==> src/hdl/capturePkg.sv <==
`default_nettype none
// ======================================
// Widths and layout shared by all RTL
// fifoDepth must be a power of two, >= 4
// ======================================
package capturePkg;

    // ======================================
    // Data path
    // ======================================
    localparam int dataWidth = 16;                          // Captured word and bus data

    // ======================================
    // Asynchronous FIFO
    // ======================================
    localparam int fifoDepth = 8;                           // Entries per channel FIFO
    localparam int fifoPtrWidth = $clog2(fifoDepth);        // Pointer bits, no wrap bit

    // ======================================
    // Shared RAM and regions
    // ======================================
    localparam int ramAddrWidth = 6;                        // 64 words in total
    localparam int regionWords = 32;                        // Words per channel region
    localparam int regionOffWidth = $clog2(regionWords);    // Offset inside a region

    // Channel k owns k*regionWords up to k*regionWords+regionWords-1

    // ======================================
    // Bus masters
    // ======================================
    localparam int numMasters = 3;                          // Chan 0, chan 1, host
    localparam int masterIdxWidth = $clog2(numMasters);     // Index of a master

endpackage

`default_nettype wire

==> src/hdl/wbBus.sv <==
`default_nettype none
// ======================================
// Wishbone classic, single transfers only
// ======================================
interface wbBus;
    import capturePkg::*;

    logic                    cyc;   // Bus cycle in progress
    logic                    stb;   // Transfer request
    logic                    we;    // Write enable
    logic [ramAddrWidth-1:0] adr;   // Word address
    logic [dataWidth-1:0]    datW;  // Write data
    logic [dataWidth-1:0]    datR;  // Read data, valid with ack
    logic                    ack;   // One cycle per transfer

    // Master holds adr, datW and we until ack
    modport master (
        output cyc,
        output stb,
        output we,
        output adr,
        output datW,
        input  datR,
        input  ack
    );

    modport slave (
        input  cyc,
        input  stb,
        input  we,
        input  adr,
        input  datW,
        output datR,
        output ack
    );

endinterface

`default_nettype wire

==> src/hdl/sharedRam.sv <==
`default_nettype none
// ======================================
// 64 x 16 RAM, ack one cycle after request
// ======================================
module sharedRam (
    input  logic  rclk,     // Bus clock
    input  logic  arok,     // Async reset, active low
    wbBus.slave   bus       // From arbiter
);
    import capturePkg::*;

    logic [dataWidth-1:0] mem [2**ramAddrWidth];   // Both regions
    logic [dataWidth-1:0] datRReg;                 // Registered read
    logic                 ackReg;                  // Single-cycle ack
    logic                 take;                    // Request seen this edge

    assign take = bus.cyc && bus.stb && !ackReg;  // Blocks a second ack

    // ======================================
    // Acknowledge
    // ======================================
    always_ff @(posedge rclk or negedge arok) begin
        if (!arok) ackReg <= 1'b0;
        else       ackReg <= take;
    end

    // ======================================
    // Memory array
    // ======================================
    always_ff @(posedge rclk) begin
        if (take) begin
            if (bus.we) mem[bus.adr] <= bus.datW;  // Write with the ack edge
            datRReg <= mem[bus.adr];              // Old word on a write
        end
    end

    assign bus.ack  = ackReg;
    assign bus.datR = datRReg;                    // Valid together with ack

endmodule

`default_nettype wire

==> src/flat_wrapper.sv <==
// flat-port wrapper written by rule: the top's interface ports become plain ports
module sharedRam_flat import capturePkg::*;
  (rclk, arok, bus_cyc, bus_stb, bus_we, bus_adr, bus_datW, bus_datR, bus_ack);
  wbBus bus_i ();
  input  logic rclk;
  input  logic arok;
  input wire logic [$bits(bus_i.cyc)-1:0] bus_cyc;
  input wire logic [$bits(bus_i.stb)-1:0] bus_stb;
  input wire logic [$bits(bus_i.we)-1:0] bus_we;
  input wire logic [$bits(bus_i.adr)-1:0] bus_adr;
  input wire logic [$bits(bus_i.datW)-1:0] bus_datW;
  output wire logic [$bits(bus_i.datR)-1:0] bus_datR;
  output wire logic [$bits(bus_i.ack)-1:0] bus_ack;
  assign bus_i.cyc = bus_cyc;
  assign bus_i.stb = bus_stb;
  assign bus_i.we = bus_we;
  assign bus_i.adr = bus_adr;
  assign bus_i.datW = bus_datW;
  assign bus_datR = bus_i.datR;
  assign bus_ack = bus_i.ack;
  sharedRam u_core (.rclk(rclk), .arok(arok), .bus(bus_i));
endmodule
==> config.mk <==
export PLATFORM = sky130hd
export DESIGN_NAME = sharedRam_flat
export DESIGN_NICKNAME = d
export VERILOG_FILES = /design/src/hdl/capturePkg.sv /design/src/hdl/wbBus.sv /design/src/hdl/sharedRam.sv /design/src/flat_wrapper.sv
export SDC_FILE = /design/constraint.sdc
export NUM_CORES = 1
export LEC_CHECK = 0
export BUFFER_PORTS_ARGS = -buffer_cell sky130_fd_sc_hd__buf_2
export CORE_ASPECT_RATIO = 1.2
export CORE_MARGIN = 1
export CORE_UTILIZATION = 51
export CTS_BUF_LIST = sky130_fd_sc_hd__clkbuf_8
export DETAILED_ROUTE_END_ITERATION = 16
export PLACE_DENSITY = 0.69
export RECOVER_POWER = 100
export SLEW_MARGIN = 20
export SYNTH_ARGS = -nofsm -noshare
export SYNTH_HDL_FRONTEND = slang
export SYNTH_SLANG_ARGS = --single-unit
==> constraint.sdc <==
create_clock -name rclk -period 3 [get_ports rclk]
set_clock_uncertainty 0.2 [all_clocks]
set_input_delay 0.6 -clock rclk [delete_from_list [all_inputs] [get_ports rclk]]
set_output_delay 0.6 -clock rclk [all_outputs]
set_load 0.03 [all_outputs]
==> summary.md <==
| Metric | Value |
|---|---|
| Critical Path RT | 3.33 ns |
| Final worst path period share | 0.9843 |
| Synth-to-layout area growth | 17.93% |
| Tightest Hold Check Type | input pin to register |
| Final worst setup slack | 0.04709 ns |
| Top-area cell type share of the netlist area | 0.7806 |
| CTS Root Cell | clkbuf_8 |
| Sequential share of power | 0.560 |
| Routability cong. | 0.9899 |
| Commonest cells after routing, fill and taps aside | edfxtp_1 (1040), buf_4 (265), a22oi_1 (156), clkbuf_8 (154), a221oi_1 (132) |
| Clock slew at reported path FFs | 0.06 ns |
| Core area | 0.07763 sq mm |
| P_leak | 15.73 nW |
| Minimum clock period | 2.953 ns |
| Place WS | -0.7052 ns |
| PwrDens | 607.9 mW/mm^2 |
| # port buffers | 43 |
| Layout cell share with drive strength beyond 1 | 0.2339 |
| Avg Inst Size Synth | 17.58 sq um |
| Antenna violations before repair | 5 |
| CP delay by family, top | compound AO/OA/AOI/OAI gates |
| Post-Syn Instances | 2276 |
| Largest net degree at the start of global routing | 65 |
| Final Hold Fails | 0 |
| CTS Sinks | 1041 |
| GRT Total Usage | 0.3077 |
| Via density | 6.546 |
| Worst path buffer plus inverter count | 5 |
| RSZ-0062 raised after global routing | false |
| Dpl cells | 3594 |
| Worst skew pair latency | 0.81 ns |
| Htree depth | 4 |
| Die area | 0.07957 sq mm |
| Number of CTS-inserted buffers | 150 |
| CTS max path bufs | 3 |
| # nets final | 2751 |
| Initial Util | 0.5153 |
| Worst VDD drop | 0.3688 mV |
| Endpoints failing setup | 0 |
| DRC Markers | 0 |
| Via count | 25280 |
| Starting DRT DRC Count | 3781 |
| Net switching power | 6.606 mW |
| Main synth FF type | edfxtp_1 |
| P_int | 22.07 mW |
| Top post-synthesis cells by area | edfxtp_1 (78%), a22oi_1 (2.9%), mux2i_1 (2.9%) |
| # IOs | 44 |
| Row cnt | 112 |
| CP Capture Type | register |
| Max-slew headroom | -0.2454 |
| Area leader, netlist | edfxtp_1 |
| CTS tree | yes |
| Mapped Area | 0.04001 sq mm |
| Most frequent CP cell | buf_4 |
| Crit-path cells | buf_6, buf_12, nand2_2, buf_4, nor2_2, buf_4, a22oi_1, a21oi_1, a2111oi_0, buf_4, nand4_1 |
| Synthesis-stage register bit count | 1041 |
| R2R Setup Slk | 0.10 ns |
| Design area | 0.04718 sq mm |
| Status | finished with violations |
| CP Launch Type | input pin |
| Post-CTS Setup Inserts | 0 |
| Failing checks | capacitance limit, slew limit |
| Comb pwr share | 0.069 |
| Syn Nets | 2303 |
| Hpwl dp | 80.91 mm |
| Chip Height | 308.8 um |
| Number of max-cap violations | 12 |
| WL per Instance | 31.60 um |
| CP max stage delay | 1.01 ns |
| Number of enable flip-flop cells after synthesis | 1040 |
| Seq/Total Area, Yosys | 0.7813 |
| Congestion Overflow GR | 0 |
| Post-CTS sizing | 0 |
| Final Max Slew Viols | 455 |
| Worst-path maximum fanout | 21 |
| Async set-reset flop share out of synthesis | 0.0009606 |
| Placed inst area | 0.04508 sq mm |
| Critical Path AT | 3.28 ns |
| Synth warn | 0 |
| Number of global-route vias before repair | 24970 |
| Crit path kind | input pin to register |
| Slowest-stage cell, CP | a2111oi_0 |
| Worst-Margin Slew | 1.868 ns |
| Net switching share of the total power | 0.2304 |
| Routed WL | 122.0 mm |
| Synth cell types | 54 |
| Final ANT Viol Nets | 0 |
| First-pass GRT wire length | 172.8 mm |
| Chip width | 257.7 um |
| Clock power share | 0.370 |
| Fin cells | 3861 |
| Hold buffer count at CTS | 4 |
| Max Fclk | 338.6 MHz |
| Commonest non-fill, non-tap cell in the layout | edfxtp_1 |
| Router iterations before antenna repair | 6 |
==> power by group through the flow <==
stage,clock [mW],combinational (mW),sequential [mW]
6_report,10.6,1.99,16.1
2_1_floorplan,0,0.812,16.4
3_3_place_gp,0,1.93,16.4
3_5_place_dp,0,1.98,16.4
4_1_cts,10.7,1.99,16.1
5_1_grt,11.3,2.04,16.1
==> registers in the layout (all words and copies together) (netlist names) <==
name             count
u_core.bus.ack       1
u_core.mem        1024
u_core.bus.datR     16
==> final timing paths <==
check / endpoint / from / depth (start not counted)
setup / recovery: u_core.bus.datR[2] / bus_adr[0] / 11
hold / removal: u_core.bus.datR[7] / bus_adr[5] / 4
setup reg to reg: u_core.mem[8][11] / u_core.bus.ack / 6
hold reg to reg: u_core.bus.datR[0] / u_core.mem[61][0] / 3
max in group asynchronous: u_core.bus.ack / arok / 3
min in group asynchronous: u_core.bus.ack / arok / 3
==> per-stage QoR <==
step                setup TNS (ns)    util  hold slack, ns  power [mW]
floorplan                   -35.92       -          0.1044       17.19
global placement            -6.314  0.5806          0.1746       18.30
detailed placement          -11.77  0.5806          0.1773       18.34
CTS                              0  0.6167         0.04322       28.76
global route                     0  0.6077          0.3389       29.41
finish                           0  0.6077          0.3371       28.68
==> Yosys cell counts (31+ instances only) <==
library cell  count
a21oi_1          86
a221oi_1        132
a22o_1           31
a22oi_1         156
buf_2            63
clkbuf_1         39
edfxtp_1       1040
mux2_2           34
mux2i_1         116
nand2_1          50
nor2_1          123
o21ai_0          70
o22ai_1          48
==> layer usage <==
metal  GRT usage  share of wire  routed length, um
met5           0        0.00030                 37
met4      0.1808          0.063               7714
met3     0.06949           0.11              13790
met2      0.4904           0.47              57350
met1      0.3889           0.35              43140
==> tightest hold or removal path, delay by kind of cell <==
kind                   cells  cell delay (ns)
AO/OA/AOI/OAI              1             0.20
buffers and inverters      2             0.28
AND/OR/NAND/NOR            1             0.15
==> logic make-up after synthesis <==
| group | Yosys count | share of synthesized area |
|---|---|---|
| AND/OR/NAND/NOR | 273 | 0.03131 |
| buffers and inverters | 168 | 0.02430 |
| AO/OA/AOI/OAI | 622 | 0.1122 |
| multiplexers | 172 | 0.05098 |
| flip-flops | 1041 | 0.7813 |
==> cell type report <==
class / count / area, sq um
diodes: 1 / 2.502
flip-flops and latches: 1041 / 31260
clock inverters: 109 / 654.4
clock buffers: 153 / 2106
multi-input cells: 1067 / 7866
repair buffers: 460 / 3996
well taps: 1026 / 1284
fillers: 5642 / 30460
inverters: 4 / 15.01
(Power assumes the default switching activity.)
