**src/hdl/capturePkg.sv**
```systemverilog
`default_nettype none
// ======================================
// Widths and layout shared by all RTL
// fifoDepth must be a power of two, >= 4
// ======================================
package capturePkg;

    // ======================================
    // Data path
    // ======================================
    localparam int dataWidth = 16;                          // Captured word and bus data

    // ======================================
    // Asynchronous FIFO
    // ======================================
    localparam int fifoDepth = 8;                           // Entries per channel FIFO
    localparam int fifoPtrWidth = $clog2(fifoDepth);        // Pointer bits, no wrap bit

    // ======================================
    // Shared RAM and regions
    // ======================================
    localparam int ramAddrWidth = 6;                        // 64 words in total
    localparam int regionWords = 32;                        // Words per channel region
    localparam int regionOffWidth = $clog2(regionWords);    // Offset inside a region

    // Channel k owns k*regionWords up to k*regionWords+regionWords-1

    // ======================================
    // Bus masters
    // ======================================
    localparam int numMasters = 3;                          // Chan 0, chan 1, host
    localparam int masterIdxWidth = $clog2(numMasters);     // Index of a master

endpackage

`default_nettype wire

```
**src/hdl/wbBus.sv**
```systemverilog
`default_nettype none
// ======================================
// Wishbone classic, single transfers only
// ======================================
interface wbBus;
    import capturePkg::*;

    logic                    cyc;   // Bus cycle in progress
    logic                    stb;   // Transfer request
    logic                    we;    // Write enable
    logic [ramAddrWidth-1:0] adr;   // Word address
    logic [dataWidth-1:0]    datW;  // Write data
    logic [dataWidth-1:0]    datR;  // Read data, valid with ack
    logic                    ack;   // One cycle per transfer

    // Master holds adr, datW and we until ack
    modport master (
        output cyc,
        output stb,
        output we,
        output adr,
        output datW,
        input  datR,
        input  ack
    );

    modport slave (
        input  cyc,
        input  stb,
        input  we,
        input  adr,
        input  datW,
        output datR,
        output ack
    );

endinterface

`default_nettype wire

```
**src/hdl/busArbiter.sv**
```systemverilog
`default_nettype none
// ======================================
// Round robin, grant held while cyc high
// One idle cycle between two grants
// ======================================
module busArbiter (
    input  logic  rclk,     // Bus clock
    input  logic  arok,     // Async reset, active low
    wbBus.slave   bus0,     // Channel 0 drain
    wbBus.slave   bus1,     // Channel 1 drain
    wbBus.slave   busHost,  // Host port
    wbBus.master  ram       // To shared RAM
);
    import capturePkg::*;

    logic [numMasters-1:0]     reqCyc;      // cyc of every master
    logic [numMasters-1:0]     grant;       // One-hot or zero
    logic [masterIdxWidth-1:0] lastIdx;     // Last master granted
    logic [masterIdxWidth-1:0] pickIdx;     // Next winner
    logic                      pickValid;   // Some master requests

    assign reqCyc = {busHost.cyc, bus1.cyc, bus0.cyc};

    // ======================================
    // Selection
    // ======================================
    // Nearest requester after lastIdx wins, assigned last
    always_comb begin
        pickIdx   = lastIdx;
        pickValid = 1'b0;
        for (int i = numMasters; i >= 1; i--) begin
            if (reqCyc[(int'(lastIdx) + i) % numMasters]) begin
                pickIdx   = masterIdxWidth'((int'(lastIdx) + i) % numMasters);
                pickValid = 1'b1;
            end
        end
    end

    always_ff @(posedge rclk or negedge arok) begin
        if (!arok) begin
            grant   <= '0;
            lastIdx <= masterIdxWidth'(numMasters - 1); // First search starts at 0
        end else if (grant == '0) begin
            if (pickValid) begin
                grant   <= numMasters'(1) << pickIdx;
                lastIdx <= pickIdx;
            end
        end else if ((grant & reqCyc) == '0) begin
            grant <= '0;                                // Winner dropped cyc
        end
    end

    // ======================================
    // Request mux and ack return
    // ======================================
    always_comb begin
        ram.cyc  = 1'b0;
        ram.stb  = 1'b0;
        ram.we   = 1'b0;
        ram.adr  = '0;
        ram.datW = '0;
        if (grant[0]) begin
            ram.cyc  = bus0.cyc;
            ram.stb  = bus0.stb;
            ram.we   = bus0.we;
            ram.adr  = bus0.adr;
            ram.datW = bus0.datW;
        end else if (grant[1]) begin
            ram.cyc  = bus1.cyc;
            ram.stb  = bus1.stb;
            ram.we   = bus1.we;
            ram.adr  = bus1.adr;
            ram.datW = bus1.datW;
        end else if (grant[2]) begin
            ram.cyc  = busHost.cyc;
            ram.stb  = busHost.stb;
            ram.we   = busHost.we;
            ram.adr  = busHost.adr;
            ram.datW = busHost.datW;
        end
    end

    assign bus0.ack     = grant[0] && ram.ack;    // Others see ack low
    assign bus1.ack     = grant[1] && ram.ack;
    assign busHost.ack  = grant[2] && ram.ack;
    assign bus0.datR    = grant[0] ? ram.datR : '0;
    assign bus1.datR    = grant[1] ? ram.datR : '0;
    assign busHost.datR = grant[2] ? ram.datR : '0;

endmodule

`default_nettype wire

```
**src/flat_wrapper.sv**
```systemverilog
// flat-port wrapper written by rule: the top's interface ports become plain ports
module busArbiter_flat import capturePkg::*;
  (rclk, arok, bus0_cyc, bus0_stb, bus0_we, bus0_adr, bus0_datW, bus0_datR, bus0_ack, bus1_cyc, bus1_stb, bus1_we, bus1_adr, bus1_datW, bus1_datR, bus1_ack, busHost_cyc, busHost_stb, busHost_we, busHost_adr, busHost_datW, busHost_datR, busHost_ack, ram_cyc, ram_stb, ram_we, ram_adr, ram_datW, ram_datR, ram_ack);
  wbBus bus0_i ();
  wbBus bus1_i ();
  wbBus busHost_i ();
  wbBus ram_i ();
  input  logic rclk;
  input  logic arok;
  input wire logic [$bits(bus0_i.cyc)-1:0] bus0_cyc;
  input wire logic [$bits(bus0_i.stb)-1:0] bus0_stb;
  input wire logic [$bits(bus0_i.we)-1:0] bus0_we;
  input wire logic [$bits(bus0_i.adr)-1:0] bus0_adr;
  input wire logic [$bits(bus0_i.datW)-1:0] bus0_datW;
  output wire logic [$bits(bus0_i.datR)-1:0] bus0_datR;
  output wire logic [$bits(bus0_i.ack)-1:0] bus0_ack;
  input wire logic [$bits(bus1_i.cyc)-1:0] bus1_cyc;
  input wire logic [$bits(bus1_i.stb)-1:0] bus1_stb;
  input wire logic [$bits(bus1_i.we)-1:0] bus1_we;
  input wire logic [$bits(bus1_i.adr)-1:0] bus1_adr;
  input wire logic [$bits(bus1_i.datW)-1:0] bus1_datW;
  output wire logic [$bits(bus1_i.datR)-1:0] bus1_datR;
  output wire logic [$bits(bus1_i.ack)-1:0] bus1_ack;
  input wire logic [$bits(busHost_i.cyc)-1:0] busHost_cyc;
  input wire logic [$bits(busHost_i.stb)-1:0] busHost_stb;
  input wire logic [$bits(busHost_i.we)-1:0] busHost_we;
  input wire logic [$bits(busHost_i.adr)-1:0] busHost_adr;
  input wire logic [$bits(busHost_i.datW)-1:0] busHost_datW;
  output wire logic [$bits(busHost_i.datR)-1:0] busHost_datR;
  output wire logic [$bits(busHost_i.ack)-1:0] busHost_ack;
  output wire logic [$bits(ram_i.cyc)-1:0] ram_cyc;
  output wire logic [$bits(ram_i.stb)-1:0] ram_stb;
  output wire logic [$bits(ram_i.we)-1:0] ram_we;
  output wire logic [$bits(ram_i.adr)-1:0] ram_adr;
  output wire logic [$bits(ram_i.datW)-1:0] ram_datW;
  input wire logic [$bits(ram_i.datR)-1:0] ram_datR;
  input wire logic [$bits(ram_i.ack)-1:0] ram_ack;
  assign bus0_i.cyc = bus0_cyc;
  assign bus0_i.stb = bus0_stb;
  assign bus0_i.we = bus0_we;
  assign bus0_i.adr = bus0_adr;
  assign bus0_i.datW = bus0_datW;
  assign bus0_datR = bus0_i.datR;
  assign bus0_ack = bus0_i.ack;
  assign bus1_i.cyc = bus1_cyc;
  assign bus1_i.stb = bus1_stb;
  assign bus1_i.we = bus1_we;
  assign bus1_i.adr = bus1_adr;
  assign bus1_i.datW = bus1_datW;
  assign bus1_datR = bus1_i.datR;
  assign bus1_ack = bus1_i.ack;
  assign busHost_i.cyc = busHost_cyc;
  assign busHost_i.stb = busHost_stb;
  assign busHost_i.we = busHost_we;
  assign busHost_i.adr = busHost_adr;
  assign busHost_i.datW = busHost_datW;
  assign busHost_datR = busHost_i.datR;
  assign busHost_ack = busHost_i.ack;
  assign ram_cyc = ram_i.cyc;
  assign ram_stb = ram_i.stb;
  assign ram_we = ram_i.we;
  assign ram_adr = ram_i.adr;
  assign ram_datW = ram_i.datW;
  assign ram_i.datR = ram_datR;
  assign ram_i.ack = ram_ack;
  busArbiter u_core (.rclk(rclk), .arok(arok), .bus0(bus0_i), .bus1(bus1_i), .busHost(busHost_i), .ram(ram_i));
endmodule
```
**config.mk**
```make
export PLATFORM = sky130hd
export DESIGN_NAME = busArbiter_flat
export DESIGN_NICKNAME = d
export VERILOG_FILES = /design/src/hdl/capturePkg.sv /design/src/hdl/wbBus.sv /design/src/hdl/busArbiter.sv /design/src/flat_wrapper.sv
export SDC_FILE = /design/constraint.sdc
export NUM_CORES = 1
export LEC_CHECK = 0
export ABC_AREA = 1
export BUFFER_PORTS_ARGS = -buffer_cell sky130_fd_sc_hd__buf_2
export CAP_MARGIN = 5
export CORE_AREA = 2 2 65 67
export DETAILED_ROUTE_END_ITERATION = 16
export DIE_AREA = 0 0 67 69
export GPL_TIMING_DRIVEN = 0
export HOLD_SLACK_MARGIN = 0.03
export PLACE_DENSITY_LB_ADDON = 0.05
export SYNTH_ARGS = -nofsm -noshare
export SYNTH_HDL_FRONTEND = slang
export SYNTH_SLANG_ARGS = --single-unit
```
**constraint.sdc**
```tcl
create_clock -name rclk -period 5 [get_ports rclk]
set_input_delay 0.5 -clock rclk [delete_from_list [all_inputs] [get_ports rclk]]
set_output_delay 0.5 -clock rclk [all_outputs]
set_load 0.05 [all_outputs]
```
==> flow_summary.toml <==
[routing]
routed_via_density = 4.529
routed_wl_um = 5939
vias = 2233
post_drt_wl_per_cell_um = 12.05
drc = 0
antenna_left = 0
drt_iter0_markers = 111
dr.pass1.iters = 4

[pwr]
p_per_area_mw_per_mm2 = 692.2
vdd_drop_max_v = 0.0003214
power_mw = 1.608
leakage_nw = 1.742

[cts]
hold_buffers = 0
cts_root_buf = "clkbuf_8"
cts_resized = 0
postCtsSetupBuffers = 0
cts_tree = "yes"
clockBufferDepth = 2
path_clk_slew_ns = 0.04
htree_levels = 1
cts_buffers = 3
clock_sinks = 5
clkLatencyLatePin_ns = 0.22

[status]
status = "completed"

[grt]
antenna_found_initial = 0
grt_pass1_wl_um = 9204
gr-total-overflow = 0
grt_max_degree = 11
grt_util_all_layers = 0.2437
grt_pass1_vias = 1990

[logic_synthesis]
synth_nets = 368
ys.flop_type = "dfrtp_1"
synth_edf_count = 0
syn_area_per_cell_um2 = 5.070
async_flop_share = 1.000
yosys_warnings = 0
syn_inst = 270
synth_cell_types = 24
syn_area_mm2 = 0.001369
synth_seq_cells = 5
seq_area_frac_synth = 0.09232

[critical_path]
crit_slowest_cell = "dfrtp_1"
criticalPathCategory = "reg -> out"
cp_cell_sequence = "buf_2 > clkbuf_1 > nand2_1 > o21ai_0 > buf_2"
cp.required_ns = 4.50
cp_max_fo = 10
worst_path_largest_cell_delay_ns = 0.44
crit_top_cell = "buf_2"
end_kind = "primary output"
startpoint_type = "flop"
worstPathArrival_ns = 1.75
reg2reg_slack_ns = 3.24

[die]
die_area_mm2 = 0.004623
initial_core_util = 0.3497
rows = 23
ios = 170
die-width_um = 67
die_h_um = 69
coreArea_mm2 = 0.003914

[timing]
fmax_ghz = 0.4442
setup_viol = 0
rsz0062_at_grt = "no"
tns_ns = 0
fin_crit_sh = 0.4502
hold_viol = 0
finClkSkew_ns = 0.005328
drv_slew = 0
finalCriticalPeriod_ns = 2.251
worstMarginPinSlew_ns = 0.4506
slew_headroom = 0.6996

[finish]
fillers = 429
area_growth_pct = 69.74
final_util = 0.5937
drive_gt1_frac = 0.4447
layout.nets = 542
insertedDiodeCount = 0

[job]
cap_violations = 0

[placement]
port_buffers = 169
dp_hpwl_um = 4931
gp_congestion = 0.8393

[worst_hold_path]
min_path_type = "in -> async"
[where the power goes]
group	internal [mW]	total (mW)	switching (mW)	leakage, nW
clock	0.0537	0.0753	0.0216	0.0255
sequential	0.0614	0.0768	0.0154	0.0616
combinational	0.352	1.46	1.10	1.65
[worst paths after layout]
| path | to | from | cells after the start |
|---|---|---|---|
| worst max-delay path | ram_datW[12] | u_core.grant[0] | 5 |
| worst min-delay path | u_core.lastIdx[0] | arok | 1 |
| worst max register to register | u_core.grant[1] | u_core.lastIdx[1] | 9 |
| worst min register to register | u_core.lastIdx[0] | u_core.lastIdx[0] | 2 |
| max in group asynchronous | u_core.lastIdx[1] | arok | 1 |
| min in group rclk | u_core.lastIdx[0] | u_core.lastIdx[0] | 2 |
[placed cells by master (no fill, tap or decap), drive strengths merged]
cell type	count
buf	178
nand2	105
inv	65
o21ai	28
a22oi	24
nand3	10
clkbuf	10
nor2	8
ha	4
dfrtp	4
a21oi	3
o221ai	1
nand4	1
clkinv	1
dfstp	1
[flip-flops by register name, summed over array words and instances (netlist names)]
| register | cells |
|---|---|
| u_core.grant | 3 |
| u_core.lastIdx | 2 |
[area by class of cell]
| cell class | instances | area [um^2] | share of cell area |
|---|---|---|---|
| multi-input cells | 184 | 922.1 | 0.3969 |
| repair buffers | 169 | 845.8 | 0.3640 |
| inverters | 65 | 244.0 | 0.1050 |
| flip-flops and latches | 5 | 126.4 | 0.05439 |
| plain buffers | 16 | 76.32 | 0.03285 |
| well taps | 50 | 62.56 | 0.02693 |
| clock buffers | 3 | 41.29 | 0.01777 |
| clock inverters | 1 | 5.005 | 0.002154 |
[cells in the mapped netlist, types with 3 or more instances]
| cell type | count | area share |
|---|---|---|
| nand3_1 | 9 | 0.033 |
| clkbuf_1 | 7 | 0.019 |
| dfrtp_1 | 4 | 0.073 |
| nand2_1 | 102 | 0.28 |
| inv_1 | 60 | 0.16 |
| a22oi_1 | 24 | 0.13 |
| o21ai_1 | 4 | 0.015 |
| nor2_1 | 4 | 0.011 |
| buf_2 | 7 | 0.026 |
| inv_2 | 5 | 0.014 |
| nand2_2 | 3 | 0.014 |
| ha_1 | 4 | 0.037 |
| o21ai_0 | 23 | 0.084 |
[cells by family after synthesis]
family	after synthesis	share of synthesized area
flops	5	0.09233
buf+inv	81	0.2340
compound gates	56	0.2623
simple gates	124	0.3748
fa+ha+maj	4	0.03656
[metrics by stage]
stage / cell area, um^2 / setup WS (ns) / instances / hold slack, ns
floorplan: 1369 / 2.508 / 270 / 0.2044
global placement: 2277 / 2.952 / 489 / 0.3194
detailed placement: 2277 / 2.964 / 489 / 0.3192
CTS: 2323 / 2.722 / 493 / 0.07996
global route: 2323 / 2.541 / 493 / 0.08964
finish: 2323 / 2.749 / 493 / 0.07943
[routing by layer]
metal | vias to the layer above | track usage | share of wire | routed length, um
li1 | 1171 | - | - | -
met1 | 975 | 0.2823 | 0.40 | 2370
met2 | 77 | 0.4587 | 0.51 | 3013
met3 | 10 | 0.04241 | 0.081 | 482
met4 | 0 | 0.03628 | 0.012 | 72
met5 | - | 0 | 0 | 0
[critical path: cells and delay by family, from the launching register on]
family	cells	cell delay (ns)
AO/OA/AOI/OAI	1	0.09
buffers and inverters	3	0.90
flip-flops	1	0.44
AND/OR/NAND/NOR	1	0.09
Power figures use the tool's default switching activity.
