--- src/hdl/capturePkg.sv ---
`default_nettype none
// ======================================
// Widths and layout shared by all RTL
// fifoDepth must be a power of two, >= 4
// ======================================
package capturePkg;

    // ======================================
    // Data path
    // ======================================
    localparam int dataWidth = 16;                          // Captured word and bus data

    // ======================================
    // Asynchronous FIFO
    // ======================================
    localparam int fifoDepth = 8;                           // Entries per channel FIFO
    localparam int fifoPtrWidth = $clog2(fifoDepth);        // Pointer bits, no wrap bit

    // ======================================
    // Shared RAM and regions
    // ======================================
    localparam int ramAddrWidth = 6;                        // 64 words in total
    localparam int regionWords = 32;                        // Words per channel region
    localparam int regionOffWidth = $clog2(regionWords);    // Offset inside a region

    // Channel k owns k*regionWords up to k*regionWords+regionWords-1

    // ======================================
    // Bus masters
    // ======================================
    localparam int numMasters = 3;                          // Chan 0, chan 1, host
    localparam int masterIdxWidth = $clog2(numMasters);     // Index of a master

endpackage

`default_nettype wire

--- src/hdl/wbBus.sv ---
`default_nettype none
// ======================================
// Wishbone classic, single transfers only
// ======================================
interface wbBus;
    import capturePkg::*;

    logic                    cyc;   // Bus cycle in progress
    logic                    stb;   // Transfer request
    logic                    we;    // Write enable
    logic [ramAddrWidth-1:0] adr;   // Word address
    logic [dataWidth-1:0]    datW;  // Write data
    logic [dataWidth-1:0]    datR;  // Read data, valid with ack
    logic                    ack;   // One cycle per transfer

    // Master holds adr, datW and we until ack
    modport master (
        output cyc,
        output stb,
        output we,
        output adr,
        output datW,
        input  datR,
        input  ack
    );

    modport slave (
        input  cyc,
        input  stb,
        input  we,
        input  adr,
        input  datW,
        output datR,
        output ack
    );

endinterface

`default_nettype wire

--- src/hdl/channelDrain.sv ---
`default_nettype none
// ======================================
// One word in flight, region by channelId
// ======================================
module channelDrain #(
    parameter int channelId = 0                         // 0 or 1
) (
    input  logic                             rclk,      // Bus clock
    input  logic                             arok,      // Async reset, active low
    input  logic [capturePkg::dataWidth-1:0] popData,   // FIFO head word
    input  logic                             popOk,     // FIFO not empty
    output logic                             pop,       // Take head word
    wbBus.master                             bus        // Write port to arbiter
);
    import capturePkg::*;

    logic                      busy;        // Idle or busy
    logic [regionOffWidth-1:0] offset;      // Next slot in region
    logic [dataWidth-1:0]      wordHold;    // Word being written
    logic [ramAddrWidth-1:0]   regionBase;  // First word of region

    assign regionBase = ramAddrWidth'(channelId * regionWords);

    // Pop only when nothing is held
    assign pop = !busy && popOk;

    // ======================================
    // Two-state control
    // ======================================
    always_ff @(posedge rclk or negedge arok) begin
        if (!arok) begin
            busy   <= 1'b0;
            offset <= '0;
        end else if (!busy) begin
            busy <= popOk;                  // Popped this edge
        end else if (bus.ack) begin
            busy   <= 1'b0;
            offset <= offset + 1'b1;        // Wraps at regionWords
        end
    end

    always_ff @(posedge rclk) begin
        if (pop) wordHold <= popData;       // Latched with the pop
    end

    // ======================================
    // Bus request
    // ======================================
    assign bus.cyc  = busy;
    assign bus.stb  = busy;                 // One transfer per cycle
    assign bus.we   = 1'b1;                 // Drain only writes
    assign bus.adr  = regionBase + ramAddrWidth'(offset);
    assign bus.datW = wordHold;

endmodule

`default_nettype wire

--- src/flat_wrapper.sv ---
// flat-port wrapper written by rule: the top's interface ports become plain ports
module channelDrain_flat import capturePkg::*;
#(
    parameter int channelId = 0                                  
)
  (rclk, arok, popData, popOk, pop, bus_cyc, bus_stb, bus_we, bus_adr, bus_datW, bus_datR, bus_ack);
  wbBus bus_i ();
  input  logic rclk;
  input  logic arok;
  input  logic [capturePkg::dataWidth-1:0] popData;
  input  logic popOk;
  output logic pop;
  output wire logic [$bits(bus_i.cyc)-1:0] bus_cyc;
  output wire logic [$bits(bus_i.stb)-1:0] bus_stb;
  output wire logic [$bits(bus_i.we)-1:0] bus_we;
  output wire logic [$bits(bus_i.adr)-1:0] bus_adr;
  output wire logic [$bits(bus_i.datW)-1:0] bus_datW;
  input wire logic [$bits(bus_i.datR)-1:0] bus_datR;
  input wire logic [$bits(bus_i.ack)-1:0] bus_ack;
  assign bus_cyc = bus_i.cyc;
  assign bus_stb = bus_i.stb;
  assign bus_we = bus_i.we;
  assign bus_adr = bus_i.adr;
  assign bus_datW = bus_i.datW;
  assign bus_i.datR = bus_datR;
  assign bus_i.ack = bus_ack;
  channelDrain #(.channelId(channelId)) u_core (.rclk(rclk), .arok(arok), .popData(popData), .popOk(popOk), .pop(pop), .bus(bus_i));
endmodule
--- config.mk ---
export PLATFORM = sky130hd
export DESIGN_NAME = channelDrain_flat
export DESIGN_NICKNAME = d
export VERILOG_FILES = /design/src/hdl/capturePkg.sv /design/src/hdl/wbBus.sv /design/src/hdl/channelDrain.sv /design/src/flat_wrapper.sv
export SDC_FILE = /design/constraint.sdc
export NUM_CORES = 1
export LEC_CHECK = 0
export BUFFER_PORTS_ARGS = -buffer_cell sky130_fd_sc_hd__buf_2
export CAP_MARGIN = 25
export CORE_AREA = 2 2 53 55
export DETAILED_ROUTE_END_ITERATION = 8
export DIE_AREA = 0 0 55 57
export PLACE_DENSITY = 0.62
export SETUP_SLACK_MARGIN = 0.5
export SKIP_LAST_GASP = 1
export SYNTH_ARGS = -nofsm -noshare
export SYNTH_HDL_FRONTEND = slang
export SYNTH_SLANG_ARGS = --single-unit
export TNS_END_PERCENT = 50
--- constraint.sdc ---
create_clock -name rclk -period 3 [get_ports rclk]
set_clock_uncertainty 0.15 [all_clocks]
set_input_delay 0.3 -clock rclk [delete_from_list [all_inputs] [get_ports rclk]]
set_output_delay 0.3 -clock rclk [all_outputs]
set_load 0.005 [all_outputs]
==> key figures, run 1 <==
Status
  – Status: finished clean

Setup path
  – Startpoint Class: flop
  – Crit Path Category: reg -> out
  – Worst-path fanout max: 18
  – Slowest cell on the critical path: and2b_2
  – Crit path largest cell delay: 0.48 ns
  – Worst-path cell chain: and2b_2, buf_2
  – Critical Path RT: approximately 2.6 ns
  – CP arrival: roughly 1.4 ns
  – Worst Setup End Kind: output port

Logic synthesis
  – Ys flop type: edfxtp_1
  – Post-synthesis cell count: a little over 40
  – Synth warn: 0
  – Syn avg cell area: between 15 and 20 µm²
  – Syn_nets: 78
  – Yosys top cell area share: 0.622
  – Post-Syn Area: 772 µm²
  – Synth area leaders: edfxtp_1 62%, dfrtp_1 19%, xnor2_1 4.5%
  – EDFF count, synth: 16
  – Register area share after synthesis: 0.817
  – Largest area contributor in the netlist: edfxtp_1
  – Asr flop ratio synth: 0.273
  – Cell variety after synth: 14
  – Most instantiated cells after synthesis: 16 x edfxtp_1, 6 x dfrtp_1, 4 x xnor2_1, 3 x buf_4
  – Yosys reg bits: 22
  – Most frequent cell after synthesis: edfxtp_1

Power
  – Tot Pwr: 0.000732 W
  – Leakage: 0.501 nW
  – VDD IR max: 0.458 mV
  – Cell Pwr Density: 659 nW/µm²

Place
  – Post-DP HPWL: 1.06 mm
  – Placed cells: roughly 110
  – RD Place Congestion: 0.678
  – Placed cell area: 1000 µm²
  – Input/output buffers: 43

Global route
  – Vias in the first global route: ~430
  – Global-route wire length before repair: about 1.9 mm
  – Largest net degree at the start of global routing: 19
  – Global route overflow: 0
  – Antenna violations before repair: 0
  – Total global-route track usage: 0.0871

Clock tree
  – CTS max path bufs: 2
  – CTS root buf: clkbuf_4
  – CTS resizes: 0
  – H-tree depth: 1
  – CTS tree: done
  – Clk_lat worst skew: 0.29 ns
  – CTS Sinks: 22
  – Num CTS Buffers: 3
  – CTS clk-pin slew, worst paths: 0.11 ns

Route
  – Antenna Nets Post-Route: 0
  – Wire per inst: 11.4 µm
  – Via count: between 500 and 600
  – Metal3 WL: about 190 µm
  – # DRC: 0
  – Avg Vias per Cell: 4.11
  – Met2 routed WL: between 600 and 700 µm
  – Metal-1 WL: 570 µm
  – DR top layer: met3
  – Routed WL: 1.41 mm
  – TritonRoute pass-1 iters: 4
  – DRT iter0 DRCs: 10

Timing
  – Crit path time final: 1.88 ns
  – Final hold violations: 0
  – Slew Limit Fails: 0
  – RSZ-0062 raised after global routing: false
  – Achievable frequency: 533 MHz
  – Final setup TNS: 0 ns
  – Final setup violation count: 0
  – Final worst-path cycle share: 0.625

Finish
  – # diodes: 0
  – Post-route insts no fill: 123
  – Fillers: 250
  – Area Overhead vs Synth: 43.8%
  – Layout cell share with drive strength beyond 1: 0.543
  – Footprint of the multi-input gates: between 100 and 150 µm²
  – Final core occ: 0.424
  – Finished Cell Area: 1110 µm²
  – Sequential Area: approximately 630 µm²
  – Nets: 130

Die
  – Core ar.: 2620 µm²
  – Die X: 55 µm
  – Die Area: ~3100 µm²
  – Initial Utilization: 0.295
  – Die height: 57 µm
  – # IOs: a little over 60
  – Rows: 19

Job
  – Max Cap Viol: 0

Worst hold path
  – Hold Crit Class: in -> reg
final cells by class:
cell class                 count  share of cell area
clock buffer                   4              0.0327
sequential                    22               0.568
tap                           31              0.0349
inverter                       1             0.00338
multi-input combinational     15               0.104
timing repair buffer          50               0.257
cell usage in the layout, fill, tap and decap left out:
cell / synthesis / final
nand3_1: 1 / 1
nand4_1: 2 / 2
inv_1: 1 / 1
a21o_2: 1 / 1
clkbuf_8: 0 / 1
ha_1: 1 / 1
and2b_2: 1 / 1
clkbuf_4: 0 / 3
mux2_4: 1 / 1
dlygate4sd3_1: 0 / 7
and2_1: 1 / 1
conb_1: 2 / 2
edfxtp_1: 16 / 16
xnor2_1: 4 / 4
buf_2: 0 / 43
dfrtp_1: 6 / 6
nand2_1: 1 / 1
through the flow:
step	hold slack, ns	setup slack, ns
after floorplan	-0.146	1.67
after global placement	-0.0203	1.44
after detailed placement	-0.0142	1.41
after CTS	0.0121	1.07
after global routing	0.000360	0.996
final	0.0268	1.12
worst max-delay path: cells and delay by family, from the launching register on:
kind / cells / cell delay [ns]
DFF: 1 / 0.46
and+or+nand+nor: 1 / 0.48
buffers and inverters: 1 / 0.19
routing by layer:
metal | GRT usage | vias to the layer above
met1 | 0.101 | 229
met4 | 0.0314 | 0
met2 | 0.143 | 35
met3 | 0.0340 | 0
met5 | 0 | -
li1 | - | 242
path summary, 6_finish.rpt:
path | slack (ns) | start | cells after the start | to
setup / recovery | 1.12 | u_core.bus.cyc | 2 | pop
hold / removal | 0.03 | popData[6] | 1 | u_core.bus.datW[6]
setup reg to reg | 1.58 | u_core.bus.cyc | 1 | u_core.bus.datW[2]
hold reg to reg | 0.32 | u_core.offset[4] | 1 | u_core.offset[4]
max in group asynchronous | 2.36 | arok | 2 | u_core.bus.cyc
min in group asynchronous | 0.20 | arok | 2 | u_core.offset[1]
kinds of logic (layout without fill, tap and decap cells):
family | count (synthesis) | after routing | share of synthesized area
adder cells (fa/ha/maj) | 1 | 1 | 0.0162
AO/OA/AOI/OAI | 1 | 1 | 0.0113
buffers and inverters | 4 | 55 | 0.0340
other | 2 | 2 | 0.00973
flip-flops | 22 | 22 | 0.817
multiplexers | 1 | 1 | 0.0194
AND/OR/NAND/NOR | 6 | 6 | 0.0470
XOR/XNOR | 4 | 4 | 0.0454
registers in the layout, indices dropped and copies added (netlist names):
| name | cells |
|---|---|
| u_core.bus.datW | 16 |
| u_core.offset | 5 |
| u_core.bus.cyc | 1 |
report_power, final:
| part | switching (W) | internal [W] |
|---|---|---|
| combinational | 0.0000605 | 0.0000927 |
| sequential | 0.0000400 | 0.000383 |
| clock | 0.0000820 | 0.0000739 |
| total | 0.000183 | 0.000549 |
timing repair:
item | 4_1_cts | 5_1_grt
hold buffers | 1 | 6
setup buffers | 0 | 0
endpoints found under the hold margin | 6 | 6
Power figures use the tool's default switching activity.
==> run 2: changes to the inputs <==
clock period = 1.75 ns   (was 3 ns; I/O delays follow)
==> run 2 against run 1 <==
Against the previous run:
- final cell count up 9.8%
- largest power group unchanged
- die area unchanged
- core utilization up 4.3 points
- largest cell class unchanged
- via count up 9.3%
- routed wire length up 12%
- non-clock buffer count up 12
- sequential share of layout area down 5.2 points
- flip-flop and latch count unchanged
==> key figures, run 2 (synthesized netlist as in run 1, its figures left out) <==
Finish
  – Most common cell after layout, fill and taps aside: buf_2
  – Max reg flops: 16 (unchanged)
  – # diodes: 0 (unchanged)
  – Fillers: 241 (-3.6%)
  – Final core occ: 0.467 (+0.0431)
  – Layout cell share with drive strength beyond 1: 0.490 (-0.0531)
  – Finished Cell Area: 1220 µm² (+10%)
  – Post-route insts no fill: 135 (+9.8%)
  – Commonest cells after routing, fill and taps aside: 42 x buf_2, 17 x dlygate4sd3_1, 16 x edfxtp_1
  – Nets: 142 (+9.2%)
  – Area Overhead vs Synth: 58.3%

Route
  – Routed WL: 1.57 mm (+12%)
  – Wire per inst: 11.6 µm (+1.7%)
  – # DRC: 0 (unchanged)
  – Avg Vias per Cell: 4.10 (-0.43%)
  – DRT iter0 DRCs: 4 (-6)
  – Antenna Nets Post-Route: 0 (unchanged)
  – TritonRoute pass-1 iters: 2 (-2)
  – Via count: 553 (+9.3%)

Clock tree
  – Num CTS Buffers: 3 (unchanged)
  – CTS tree: done
  – H-tree depth: 1 (unchanged)
  – CTS clk-pin slew, worst paths: 0.11 ns (about the same)
  – Clk_lat worst skew: 0.29 ns (about the same)
  – CTS root buf: clkbuf_4
  – CTS Sinks: 22 (unchanged)
  – CTS max path bufs: 2 (unchanged)

Die
  – Initial Utilization: 0.295 (unchanged)
  – Die Area: 3140 µm² (unchanged)
  – Rows: 19 (unchanged)
  – Core ar.: 2620 µm² (unchanged)
  – Die height: 57 µm (unchanged)
  – # IOs: 62 (unchanged)
  – Die X: 55 µm (unchanged)

Place
  – Post-DP HPWL: 1.05 mm (-0.87%)
  – RD Place Congestion: 0.660 (-2.7%)
  – Input/output buffers: 43 (unchanged)
  – Placed cell area: 1000 µm² (+0.12%)
  – Placed cells: 112 (unchanged)

Global route
  – Global-route wire length before repair: 2.24 mm (+16%)
  – Vias in the first global route: 530 (+25%)
  – Total global-route track usage: 0.0991 (+0.0120)
  – Antenna violations before repair: 0 (unchanged)
  – Global route overflow: 0 (unchanged)
  – Largest net degree at the start of global routing: 18 (-1)

Timing
  – Final setup TNS: 0 ns (unchanged)
  – Crit path time final: 1.37 ns
  – Final hold violations: 0 (unchanged)
  – Achievable frequency: roughly 730 MHz
  – Final worst-path cycle share: 0.783
  – Final setup violation count: 0 (unchanged)
  – Slew Limit Fails: 0 (unchanged)
  – RSZ-0062 raised after global routing: true
  – Worst hold slack: 0.0429 ns (+0.0161 ns)

Job
  – Max Cap Viol: 0 (unchanged)

Setup path
  – CP arrival: 1.05 ns (-0.38 ns)
  – Worst-path fanout max: 2 (-16)
  – Critical Path RT: 1.42 ns (-1.13 ns)
  – Crit Path Category: reg -> out
  – Startpoint Class: flop
  – Worst Setup End Kind: output port
  – Worst R2R Path Depth: 2 (+1)

Worst hold path
  – WHS Path Cells: 3 (+2)
  – Hold Crit Class: in -> reg

Power
  – Leakage: 0.549 nW (+9.4%)
  – VDD IR max: 0.508 mV (+11%)
  – Cell Pwr Density: 1020 nW/µm² (+55%)

Status
  – Status: finished clean
run 2: changes by cell type in the layout (fill, tap and decap cells not counted), sizes merged:
cell and delta:
clkinv +1, dlygate4sd3 +10, buf +2, clkbuf -1
run 2: timing repair:
| action | 4_1_cts | 5_1_grt |
|---|---|---|
| resized for setup | 1 | 0 |
| endpoints found under the hold margin | 22 | 0 |
| setup buffers | 2 | 0 |
| endpoints found under the setup margin | 18 | 22 |
| gates cloned | 0 | 0 |
| hold buffers | 17 | 0 |
run 2: layer usage:
layer  up-vias  global-route usage  wire length [µm]
met1       252               0.119               689
met3         0              0.0183               175
met5         -                   0                 0
li1        268                   -                 -
met2        33               0.173               702
met4         0              0.0314                 0
run 2: stage by stage:
step	worst slack, ns	total power, W
2_1_floorplan	0.476	0.000862
3_3_place_gp	0.403	0.000989
3_5_place_dp	0.380	0.00100
4_1_cts	0.362	0.00127
5_1_grt	0.325	0.00133
6_report	0.380	0.00125
run 2: worst paths after layout:
check / from / to / slack, ns
max: u_core.bus.cyc / pop / 0.38
min: bus_ack / u_core.bus.cyc / 0.04
max reg2reg: u_core.bus.cyc / u_core.bus.datW[1] / 0.40
min reg2reg: u_core.offset[4] / u_core.offset[4] / 0.32
max in group asynchronous: arok / u_core.offset[4] / 1.24
min in group asynchronous: arok / u_core.offset[3] / 0.06
run 2: critical path, stage by stage, from the launching register on:
cell and delay [ns]:
dfrtp_1 0.39, and2b_4 0.27, buf_6 0.09
run 2: power by group:
group	leakage, nW	switching [W]	internal, W
registers	0.224	0.0000661	0.000656
logic	0.310	0.000117	0.000186
clock network	0.0154	0.000140	0.0000829
total	0.549	0.000323	0.000924
run 2: layout make-up:
| cell class | instances | area (µm²) | area share |
|---|---|---|---|
| flip-flops and latches | 22 | 631 | 0.516 |
| repair buffers | 62 | 407 | 0.333 |
| multi-input cells | 15 | 116 | 0.0952 |
| well taps | 31 | 38.8 | 0.0317 |
| clock buffers | 3 | 22.5 | 0.0184 |
| clock inverters | 1 | 3.75 | 0.00307 |
| inverters | 1 | 3.75 | 0.00307 |
